===== config.mk =====
export PLATFORM = sky130hd
export DESIGN_NAME = load_aligner
export DESIGN_NICKNAME = d
export VERILOG_FILES = /design/src/source/awe_ctrl_pkg.sv /design/src/source/awe_types_pkg.sv /design/src/source/load_aligner.sv /design/src/source/delay_line.sv
export VERILOG_INCLUDE_DIRS = /design/src /design/src/source
export SDC_FILE = /design/constraint.sdc
export NUM_CORES = 1
export LEC_CHECK = 0
export BUFFER_PORTS_ARGS = -buffer_cell sky130_fd_sc_hd__buf_2
export CAP_MARGIN = 20
export CORE_ASPECT_RATIO = 1.1
export CORE_MARGIN = 2
export CORE_UTILIZATION = 45
export CTS_BUF_LIST = sky130_fd_sc_hd__clkbuf_4 sky130_fd_sc_hd__clkbuf_8
export CTS_CLUSTER_DIAMETER = 100
export CTS_CLUSTER_SIZE = 16
export DETAILED_ROUTE_END_ITERATION = 10
export PLACE_DENSITY = 0.75
export SLEW_MARGIN = 10
export SYNTH_ARGS = -nofsm -noshare
export SYNTH_HDL_FRONTEND = slang
export SYNTH_SLANG_ARGS = --single-unit
export TNS_END_PERCENT = 10

===== constraint.sdc =====
create_clock -name clk -period 1.9 [get_ports clk]
set_input_delay 0.285 -clock clk [delete_from_list [all_inputs] [get_ports clk]]
set_output_delay 0.285 -clock clk [all_outputs]
set_load 0.05 [all_outputs]

===== src/source/awe_defines.svh =====
`ifndef AWE_DEFINES_SVH
`define AWE_DEFINES_SVH

//////////////////////////////
// Data path widths
//////////////////////////////

// Bits per pixel
`define AWE_PIXEL_WIDTH 16

// Words per row RAM, two banks of one row each
`define AWE_RAM_DEPTH 1024
`define AWE_ADDR_WIDTH 10

// Column and row index, one bank wide
`define AWE_COL_WIDTH 9

//////////////////////////////
// Pipeline and structure
//////////////////////////////

// Cycles to line up with the upstream row buffer
`define AWE_LOAD_DELAY 2
`define AWE_NUM_ENGINES 2

`endif

===== src/source/awe_ctrl_pkg.sv =====
`include "awe_defines.svh"

package awe_ctrl_pkg;

    // Accelerator state, one-hot
    typedef enum logic [4:0] {
        ST_IDLE         = 5'b00001,
        ST_PRIME_BUFFER = 5'b00010,
        ST_WAIT_LOAD    = 5'b00100,
        ST_ACTIVE       = 5'b01000,
        ST_DONE         = 5'b10000
    } awe_state_t;

    // Row rotation, bit 0 for the even RAM and bit 1 for the odd RAM
    typedef logic [1:0] gray_t;

    //////////////////////////////
    // Sequencer word
    //////////////////////////////

    // flip inverts both bank bits, parity forces odd column LSB
    typedef struct packed {
        logic                     flip;
        logic [`AWE_COL_WIDTH-1:0] col;
        logic                     parity;
        logic [4:0]               spare;
    } seq_word_t;

endpackage


===== src/source/awe_types_pkg.sv =====
`include "awe_defines.svh"

package awe_types_pkg;

    // Basic data path words
    typedef logic [`AWE_PIXEL_WIDTH-1:0] pixel_t;
    typedef logic [`AWE_COL_WIDTH-1:0]   col_t;

    // Top bit picks the bank, the rest is the column
    typedef logic [`AWE_ADDR_WIDTH-1:0]  ram_addr_t;

    // Window read result, odd RAM in the upper half
    typedef struct packed {
        pixel_t odd;
        pixel_t even;
    } pixel_pair_t;

    // One pixel per convolution engine
    typedef pixel_t [`AWE_NUM_ENGINES-1:0] engine_pixels_t;

    // Single RAM write port command
    typedef struct packed {
        logic      en;
        ram_addr_t addr;
        pixel_t    data;
    } ram_wr_t;

    // Upstream load request
    typedef struct packed {
        logic strobe;
        col_t row;
        col_t col;
    } load_req_t;

    // Priming writes for both RAMs of one engine
    typedef struct packed {
        ram_wr_t even;
        ram_wr_t odd;
    } prime_wr_t;

endpackage


===== src/source/load_aligner.sv =====
`timescale 1ns/1ps
`include "awe_defines.svh"

module load_aligner (
    input  logic                          clk,
    input  logic                          rst,
    input  awe_ctrl_pkg::awe_state_t      state,
    input  awe_types_pkg::load_req_t      load,
    input  awe_types_pkg::engine_pixels_t pix_in,
    input  awe_types_pkg::col_t           num_input_cols,
    output awe_types_pkg::engine_pixels_t pix_aligned,
    output awe_types_pkg::prime_wr_t [`AWE_NUM_ENGINES-1:0] prime_wr
);

    import awe_types_pkg::*;
    import awe_ctrl_pkg::*;

    load_req_t load_d;
    logic      prime_hit;
    prime_wr_t [`AWE_NUM_ENGINES-1:0] prime_nxt;

    //////////////////////////////
    // Upstream alignment
    //////////////////////////////

    delay_line #(
        .payload_t (load_req_t),
        .STAGES    (`AWE_LOAD_DELAY)
    ) u_load_dly (
        .clk  (clk),
        .rst  (rst),
        .din  (load),
        .dout (load_d)
    );

    delay_line #(
        .payload_t (engine_pixels_t),
        .STAGES    (`AWE_LOAD_DELAY)
    ) u_pix_dly (
        .clk  (clk),
        .rst  (rst),
        .din  (pix_in),
        .dout (pix_aligned)
    );

    //////////////////////////////
    // Priming decode
    //////////////////////////////

    // Columns past the last input column are dropped
    assign prime_hit = (state == ST_PRIME_BUFFER) && load_d.strobe &&
                       (load_d.col <= num_input_cols);

    always_comb begin
        prime_nxt = '0;
        for (int e = 0; e < `AWE_NUM_ENGINES; e++) begin
            prime_nxt[e].even.data = pix_aligned[e];
            prime_nxt[e].odd.data  = pix_aligned[e];
            case (load_d.row)
                col_t'(0): begin
                    // Row 0 fills the lower bank of both RAMs
                    prime_nxt[e].even.en   = prime_hit;
                    prime_nxt[e].even.addr = {1'b0, load_d.col};
                    prime_nxt[e].odd.en    = prime_hit;
                    prime_nxt[e].odd.addr  = {1'b0, load_d.col};
                end
                col_t'(1): begin
                    prime_nxt[e].odd.en   = prime_hit;
                    prime_nxt[e].odd.addr = {1'b1, load_d.col};
                end
                col_t'(2): begin
                    prime_nxt[e].even.en   = prime_hit;
                    prime_nxt[e].even.addr = {1'b1, load_d.col};
                end
                default: begin
                    prime_nxt[e] = '0;
                end
            endcase
        end
    end

    always_ff @(posedge clk) begin
        if (rst) begin
            prime_wr <= '0;
        end else begin
            prime_wr <= prime_nxt;
        end
    end

endmodule


===== src/source/delay_line.sv =====
`timescale 1ns/1ps

module delay_line #(
    parameter type payload_t = logic,
    parameter int  STAGES    = 2
) (
    input  logic     clk,
    input  logic     rst,
    input  payload_t din,
    output payload_t dout
);

    payload_t stage [STAGES];

    // Plain shift chain, every stage cleared on reset
    always_ff @(posedge clk) begin
        if (rst) begin
            for (int i = 0; i < STAGES; i++) begin
                stage[i] <= '0;
            end
        end else begin
            stage[0] <= din;
            for (int i = 1; i < STAGES; i++) begin
                stage[i] <= stage[i-1];
            end
        end
    end

    assign dout = stage[STAGES-1];

endmodule


After elaboration in Yosys (flattened, before gate mapping):

Memory sizes are Yosys's and may differ from the RTL's.
Cells that the tools add are included.

* memories kept: 2
* register bits: 54
* output and inout port bits: 140
* input bits: 67
* RAM bits: 102

Memories
* u_pix_dly.stage: depth 2, width 32, read ports 2, clocked after Yosys merged registers in 0, write ports 2, line delay_line.sv:13 `payload_t stage [STAGES];`
* u_load_dly.stage: depth 2, width 19, read ports 2, clocked after Yosys merged registers in 0, write ports 2, line delay_line.sv:13

* multiplexer cells: 9
* reductions and logical operators: 5
* bitwise logic cells: 5
* equality and inequality tests: 3
* $lt $le $gt $ge: 1

Operator list (count)
* 2-to-1 mux 32 bit: 2
* case mux 11 bit (2 select lines): 2
* 2-to-1 mux 19 bit: 2
* == test 9 x 1 -> 1 bit (second input constant): 1
* == test 9 x 2 -> 1 bit (second input constant): 1
* <= comparator 9 bit: 1
* logical NOT 9 bit: 1
* == test 5 x 2 -> 1 bit (second input constant): 1
* OR 1 bit: 4
* 2-to-1 mux 1 bit: 3
* OR reduction 3 bit: 1
* logical AND 1 bit: 2
* OR reduction 2 bit: 1
* NOT 1 bit: 1

Depth between registers and ports, before layout:

* depth in word-level cells: 4
* gate-level depth with buffers: 7
* mapped depth without buffers: 7

Hierarchy:

Synthesis repeated with hierarchy kept, for this count alone.

* cells, all modules: 471
* area, all modules: 5660.4 µm²

By module, submodules not included
* delay_line (u_pix_dly): instances 1, area each 2158.3 µm², sequential area each 1281.2 µm², cells each 167
* load_aligner: instances 1, area each 2147.1 µm², sequential area each 1081.0 µm², cells each 205
* delay_line (u_load_dly): instances 1, area each 1355.0 µm², sequential area each 760.7 µm², cells each 99

Least setup slack after synthesis:

OpenSTA, ideal clock, no wires.

* path type: in2reg
* start: input num_input_cols[4]
* end: register prime_wr[107] in the netlist's numbering
* path slack: 559 ps
* data required time: 1785 ps
* setup time: 115 ps
* buffers on the path: 0
* arrival: 1226 ps
* cell stages on the path: 7
* path through: inv_1 -> ha_1 -> and3_1 -> o21ai_0 -> a31oi_1 -> o32ai_1 -> and2_1

* cells in the longest elaborated chain, start to end: 3

RTL lines
* from (decl): line load_aligner.sv:10 `input awe_types_pkg::col_t num_input_cols,`
* <= comparator 9 bit: line load_aligner.sv:52 `(load_d.col <= num_input_cols);`
* logical AND 1 bit: line load_aligner.sv:51 `assign prime_hit = (state == ST_PRIME_BUFFER) && load_d.strobe &&`
* case mux 11 bit (2 select lines): line load_aligner.sv:59 `case (load_d.row)`
* to (signal assigned): line load_aligner.sv:86 `prime_wr <= prime_nxt;`
* to (decl): line load_aligner.sv:12 `` output awe_types_pkg::prime_wr_t [`AWE_NUM_ENGINES-1:0] prime_wr ``

No other way between the ends.
A chain may end at the register's enable or synchronous reset.

==> results by stage <==
Status:
- The run finished with clean final reports.

Yosys:
- The total standard cell area after synthesis is 0.00507 sq mm.
- Of the post-synthesis cell area, the dominant cell type holds 61.6%.
- The number of synthesized register bits is 156.
- During synthesis, Yosys emitted a total of 0 warnings.
- The synthesized design spends more area on one cell type than any other, namely sky130_fd_sc_hd__dfxtp_1.
- In this run, synthesis inferred 0 flip-flops with an integrated enable.
- The primary flip-flop cell chosen by synthesis mapping is sky130_fd_sc_hd__dfxtp_1.
- The mean post-synth cell area is 11.2 sq um.
- The synthesized netlist cell count is 451.
- Synthesis produced a netlist with a net count of 527.
- Yosys attributes the largest share of cell area to sky130_fd_sc_hd__dfxtp_1 62%, sky130_fd_sc_hd__buf_4 13%, sky130_fd_sc_hd__nor2b_1 13%.
- The fraction of registers with async set/reset is 0%.
- The number of distinct library cells after synthesis is 23.
- Sequential cells were found to cover 61.6% of the synthesized design area.

Setup path:
- The launch point of the worst path is u_load_dly.stage[0][36]$_SDFF_PP0_.
- For the worst setup path, the data arrival time is 1.87 ns.
- At the worst endpoint, the required time is 2.28 ns.
- The worst setup path is launched from a register.
- The capturing element type of the critical path is a register.
- The launch instance of the worst register-to-register path is u_load_dly.stage[0][36]$_SDFF_PP0_.
- The biggest fanout along the worst timing path is 10.
- Counting cells, the worst reg-to-reg path comes to 4.
- The worst flop-to-flop path endpoint is prime_wr[98]$_SDFF_PP0_.
- Setup slack on the worst reg-to-reg path comes out at 0.41 ns.
- The category of the most critical setup path is reg2reg.

Global route:
- The number of antenna violations at the first check in global routing was 0.
- The wire length of the first global-routing pass is 13.2 mm.
- The global-route congestion overflow total is 0.
- The total routing usage reported by global routing is 14.2%.
- The number of global-route vias before repair is 2,840.
- Entering global routing, the biggest net connects 103 pins.

Timing:
- The maximum clock frequency is 669 MHz.
- The accumulated negative setup slack is 0 ns.
- Of the available clock period, the critical path in the final layout requires 78.7%.
- Final hold analysis gives a worst-case slack of 0.0514 ns.
- The final count of negative-setup-slack endpoints is 0.
- For the finished layout, the period the worst path requires is 1.49 ns.
- The number of pins exceeding their max-slew limit in the final report came to 0.
- Setup repair after global routing left no endpoint under its margin.
- The worst slew margin relative to its limit is 36.9%.
- The worst clock skew is 0.0112 ns.
- The final count of hold timing violations is 0.
- For the pin with the worst max-slew slack, the measured transition is 0.947 ns.

Clock tree:
- The buffer depth of the longest clock path is 2.
- The cell sitting at the root of the clock tree is a sky130_fd_sc_hd__clkbuf_8.
- The clock net in this run drives a total of 156 sinks.
- The buffers inserted during post-CTS setup optimization is 0.
- After clock tree synthesis, the flow added hold-fix buffers numbering 0.
- The TritonCTS clock tree is done.
- After clock tree synthesis, the repair step resized 0 gates.
- Counting the buffers created by CTS gives 17.
- The number of levels in the clock H-tree is 4.
- The later pin in the worst-skew pair is clocked with a latency of 0.44 ns.
- The clock edge transition at the registers on the reported setup and hold paths is 0.08 ns.

Power:
- The worst supply voltage drop on vdd is 0.000557 V.
- The total power divided by cell area is 1070 mW/mm^2.
- In this run the static leakage power is 3.05 nW.

Place:
- The count of input and output buffers is 206.
- Once placement finished, the instance area stood at 0.00560 sq mm.
- Summed over all nets, the half-perimeter wirelength after detailed placement is 6.27 mm.
- The final weighted congestion of routability-driven global placement is 0.749.

Min path:
- The worst hold path terminates at u_pix_dly.stage[0][26]$_SDFF_PP0_.
- The tightest min-delay check is of the in2reg type.
- The worst hold path passes through 2 cells.
- The critical hold path startpoint is pix_in[26].

Cells and area:
- The layout cell share with drive strength beyond 1 is 40.8%.
- The synthesis-to-layout area growth is 18.5%.
- The filler cell count in the final layout is 944.
- The total number of nets in the final design is 654.
- The repair_antennas step left the layout with diodes totalling 0.
- The total non-filler cell area in the finished layout is 0.00601 sq mm.

Floorplan:
- The total die area is 0.0121 sq mm.
- The initial utilization of the core area, before any placement, comes to 46.3%.
- The top-level port count is 207.
- The floorplan step set the die height to 115 microns.
- The x dimension of the die is 105 microns.
- The core region is 0.0110 sq mm.
- The initialized floorplan defines 40 standard-cell rows.

Job:
- The max-capacitance violation count is 0.

Route:
- After detailed routing, the number of vias per cell comes to 4.11.
- The final wirelength is 8.46 mm.
- The remaining antenna violation count after routing is 0.
- Across all layers, the routed design uses 3,031 vias.
- The first TritonRoute pass finished after 4 iterations.
- The initial DRC count is 55.
- In the routed design, unresolved DRC markers number 0.
- In the final routed layout, each cell accounts on average for 11.5 microns.
==> worst max-delay path, cell delays in order, from the launching register on <==
cell and delay [ns]:
sky130_fd_sc_hd__dfxtp_1 0.30, sky130_fd_sc_hd__nor4_1 0.30, sky130_fd_sc_hd__nand2_1 0.18, sky130_fd_sc_hd__nor2_1 0.45
sky130_fd_sc_hd__and2_1 0.21
==> metal layers <==
layer,global-route usage (%),up-vias,wire (microns)
met5,0,-,0
met4,8.80,0,187
met3,4.59,14,504
met2,23.9,108,4280
met1,15.7,1356,3490
li1,-,1553,-
==> sequential cells by signal, summed over array words and instances (netlist names) <==
register	count
prime_wr	54
u_load_dly.stage	38
u_pix_dly.stage	64
==> layout make-up <==
cell class	instances	area (sq um)	share of cell area, %
Sequential cell	156	3120	51.9
Multi-Input combinational cell	186	1210	20.2
Timing Repair Buffer	208	1050	17.4
Clock buffer	21	277	4.60
Tap cell	147	184	3.06
Clock inverter	11	133	2.21
Inverter	9	33.8	0.562
==> cells in the mapped netlist, types with 2 or more instances <==
library cell               instances
sky130_fd_sc_hd__dfxtp_1         156
sky130_fd_sc_hd__nor2b_1         103
sky130_fd_sc_hd__buf_4            86
sky130_fd_sc_hd__and2_1           52
sky130_fd_sc_hd__clkbuf_1         11
sky130_fd_sc_hd__ha_1              9
sky130_fd_sc_hd__inv_1             9
sky130_fd_sc_hd__clkbuf_2          3
sky130_fd_sc_hd__a21oi_1           2
sky130_fd_sc_hd__nand3_1           2
sky130_fd_sc_hd__nand3b_1          2
sky130_fd_sc_hd__nand4_1           2
sky130_fd_sc_hd__nor2_1            2
sky130_fd_sc_hd__nor3_1            2
sky130_fd_sc_hd__nor4_1            2
==> cell usage in the layout, fill, tap and decap left out, types with 2 or more instances in the layout <==
| cell | Yosys | layout |
|---|---|---|
| sky130_fd_sc_hd__nor4_1 | 2 | 2 |
| sky130_fd_sc_hd__nand3b_1 | 2 | 2 |
| sky130_fd_sc_hd__clkbuf_8 | 0 | 19 |
| sky130_fd_sc_hd__bufinv_16 | 0 | 2 |
| sky130_fd_sc_hd__nand4_1 | 2 | 2 |
| sky130_fd_sc_hd__ha_1 | 9 | 9 |
| sky130_fd_sc_hd__clkbuf_4 | 0 | 2 |
| sky130_fd_sc_hd__and2_1 | 52 | 52 |
| sky130_fd_sc_hd__nor2_1 | 2 | 2 |
| sky130_fd_sc_hd__nand3_1 | 2 | 2 |
| sky130_fd_sc_hd__clkinv_4 | 0 | 2 |
| sky130_fd_sc_hd__a21oi_1 | 2 | 2 |
| sky130_fd_sc_hd__buf_4 | 86 | 3 |
| sky130_fd_sc_hd__inv_1 | 9 | 9 |
| sky130_fd_sc_hd__nor2b_1 | 103 | 103 |
| sky130_fd_sc_hd__nor3_1 | 2 | 2 |
| sky130_fd_sc_hd__inv_6 | 0 | 4 |
| sky130_fd_sc_hd__buf_2 | 0 | 205 |
| sky130_fd_sc_hd__clkinvlp_4 | 0 | 2 |
| sky130_fd_sc_hd__dfxtp_1 | 156 | 156 |
==> worst max path at each step <==
stage	endpoint	slack [ns]	depth (start not counted)
2_1_floorplan	prime_wr[107]$_SDFF_PP0_	0.56	7
3_3_place_gp	prime_wr[107]$_SDFF_PP0_	0.26	5
3_5_place_dp	prime_wr[79]$_SDFF_PP0_	0.23	5
4_1_cts	prime_wr[79]$_SDFF_PP0_	0.34	4
5_1_grt	prime_wr[79]$_SDFF_PP0_	0.19	4
6_report	prime_wr[98]$_SDFF_PP0_	0.41	4
==> stage by stage <==
step | total power, mW | setup slack, ns | instances | utilization (%)
floorplan | 3.94 | 0.559 | 451 | -
global placement | 4.04 | 0.259 | 706 | 51.1
detailed placement | 4.05 | 0.230 | 706 | 51.1
CTS | 6.51 | 0.339 | 738 | 54.9
global route | 6.71 | 0.191 | 738 | 54.9
finish | 6.43 | 0.405 | 738 | 54.9
==> logic make-up after synthesis <==
| family | Yosys count | share of synthesized area [%] |
|---|---|---|
| simple gates | 170 | 20.8 |
| flops | 156 | 61.6 |
| buf+inv | 109 | 14.5 |
| fa+ha+maj | 9 | 2.22 |
| compound gates | 7 | 0.913 |
==> power breakdown <==
group | switching, mW | leakage (nW) | internal [mW]
registers | 0.0411 | 1.28 | 3.39
clock network | 1.17 | 0.205 | 1.28
logic | 0.368 | 1.57 | 0.172
total | 1.58 | 3.05 | 4.84
(Power assumes the default switching activity.)
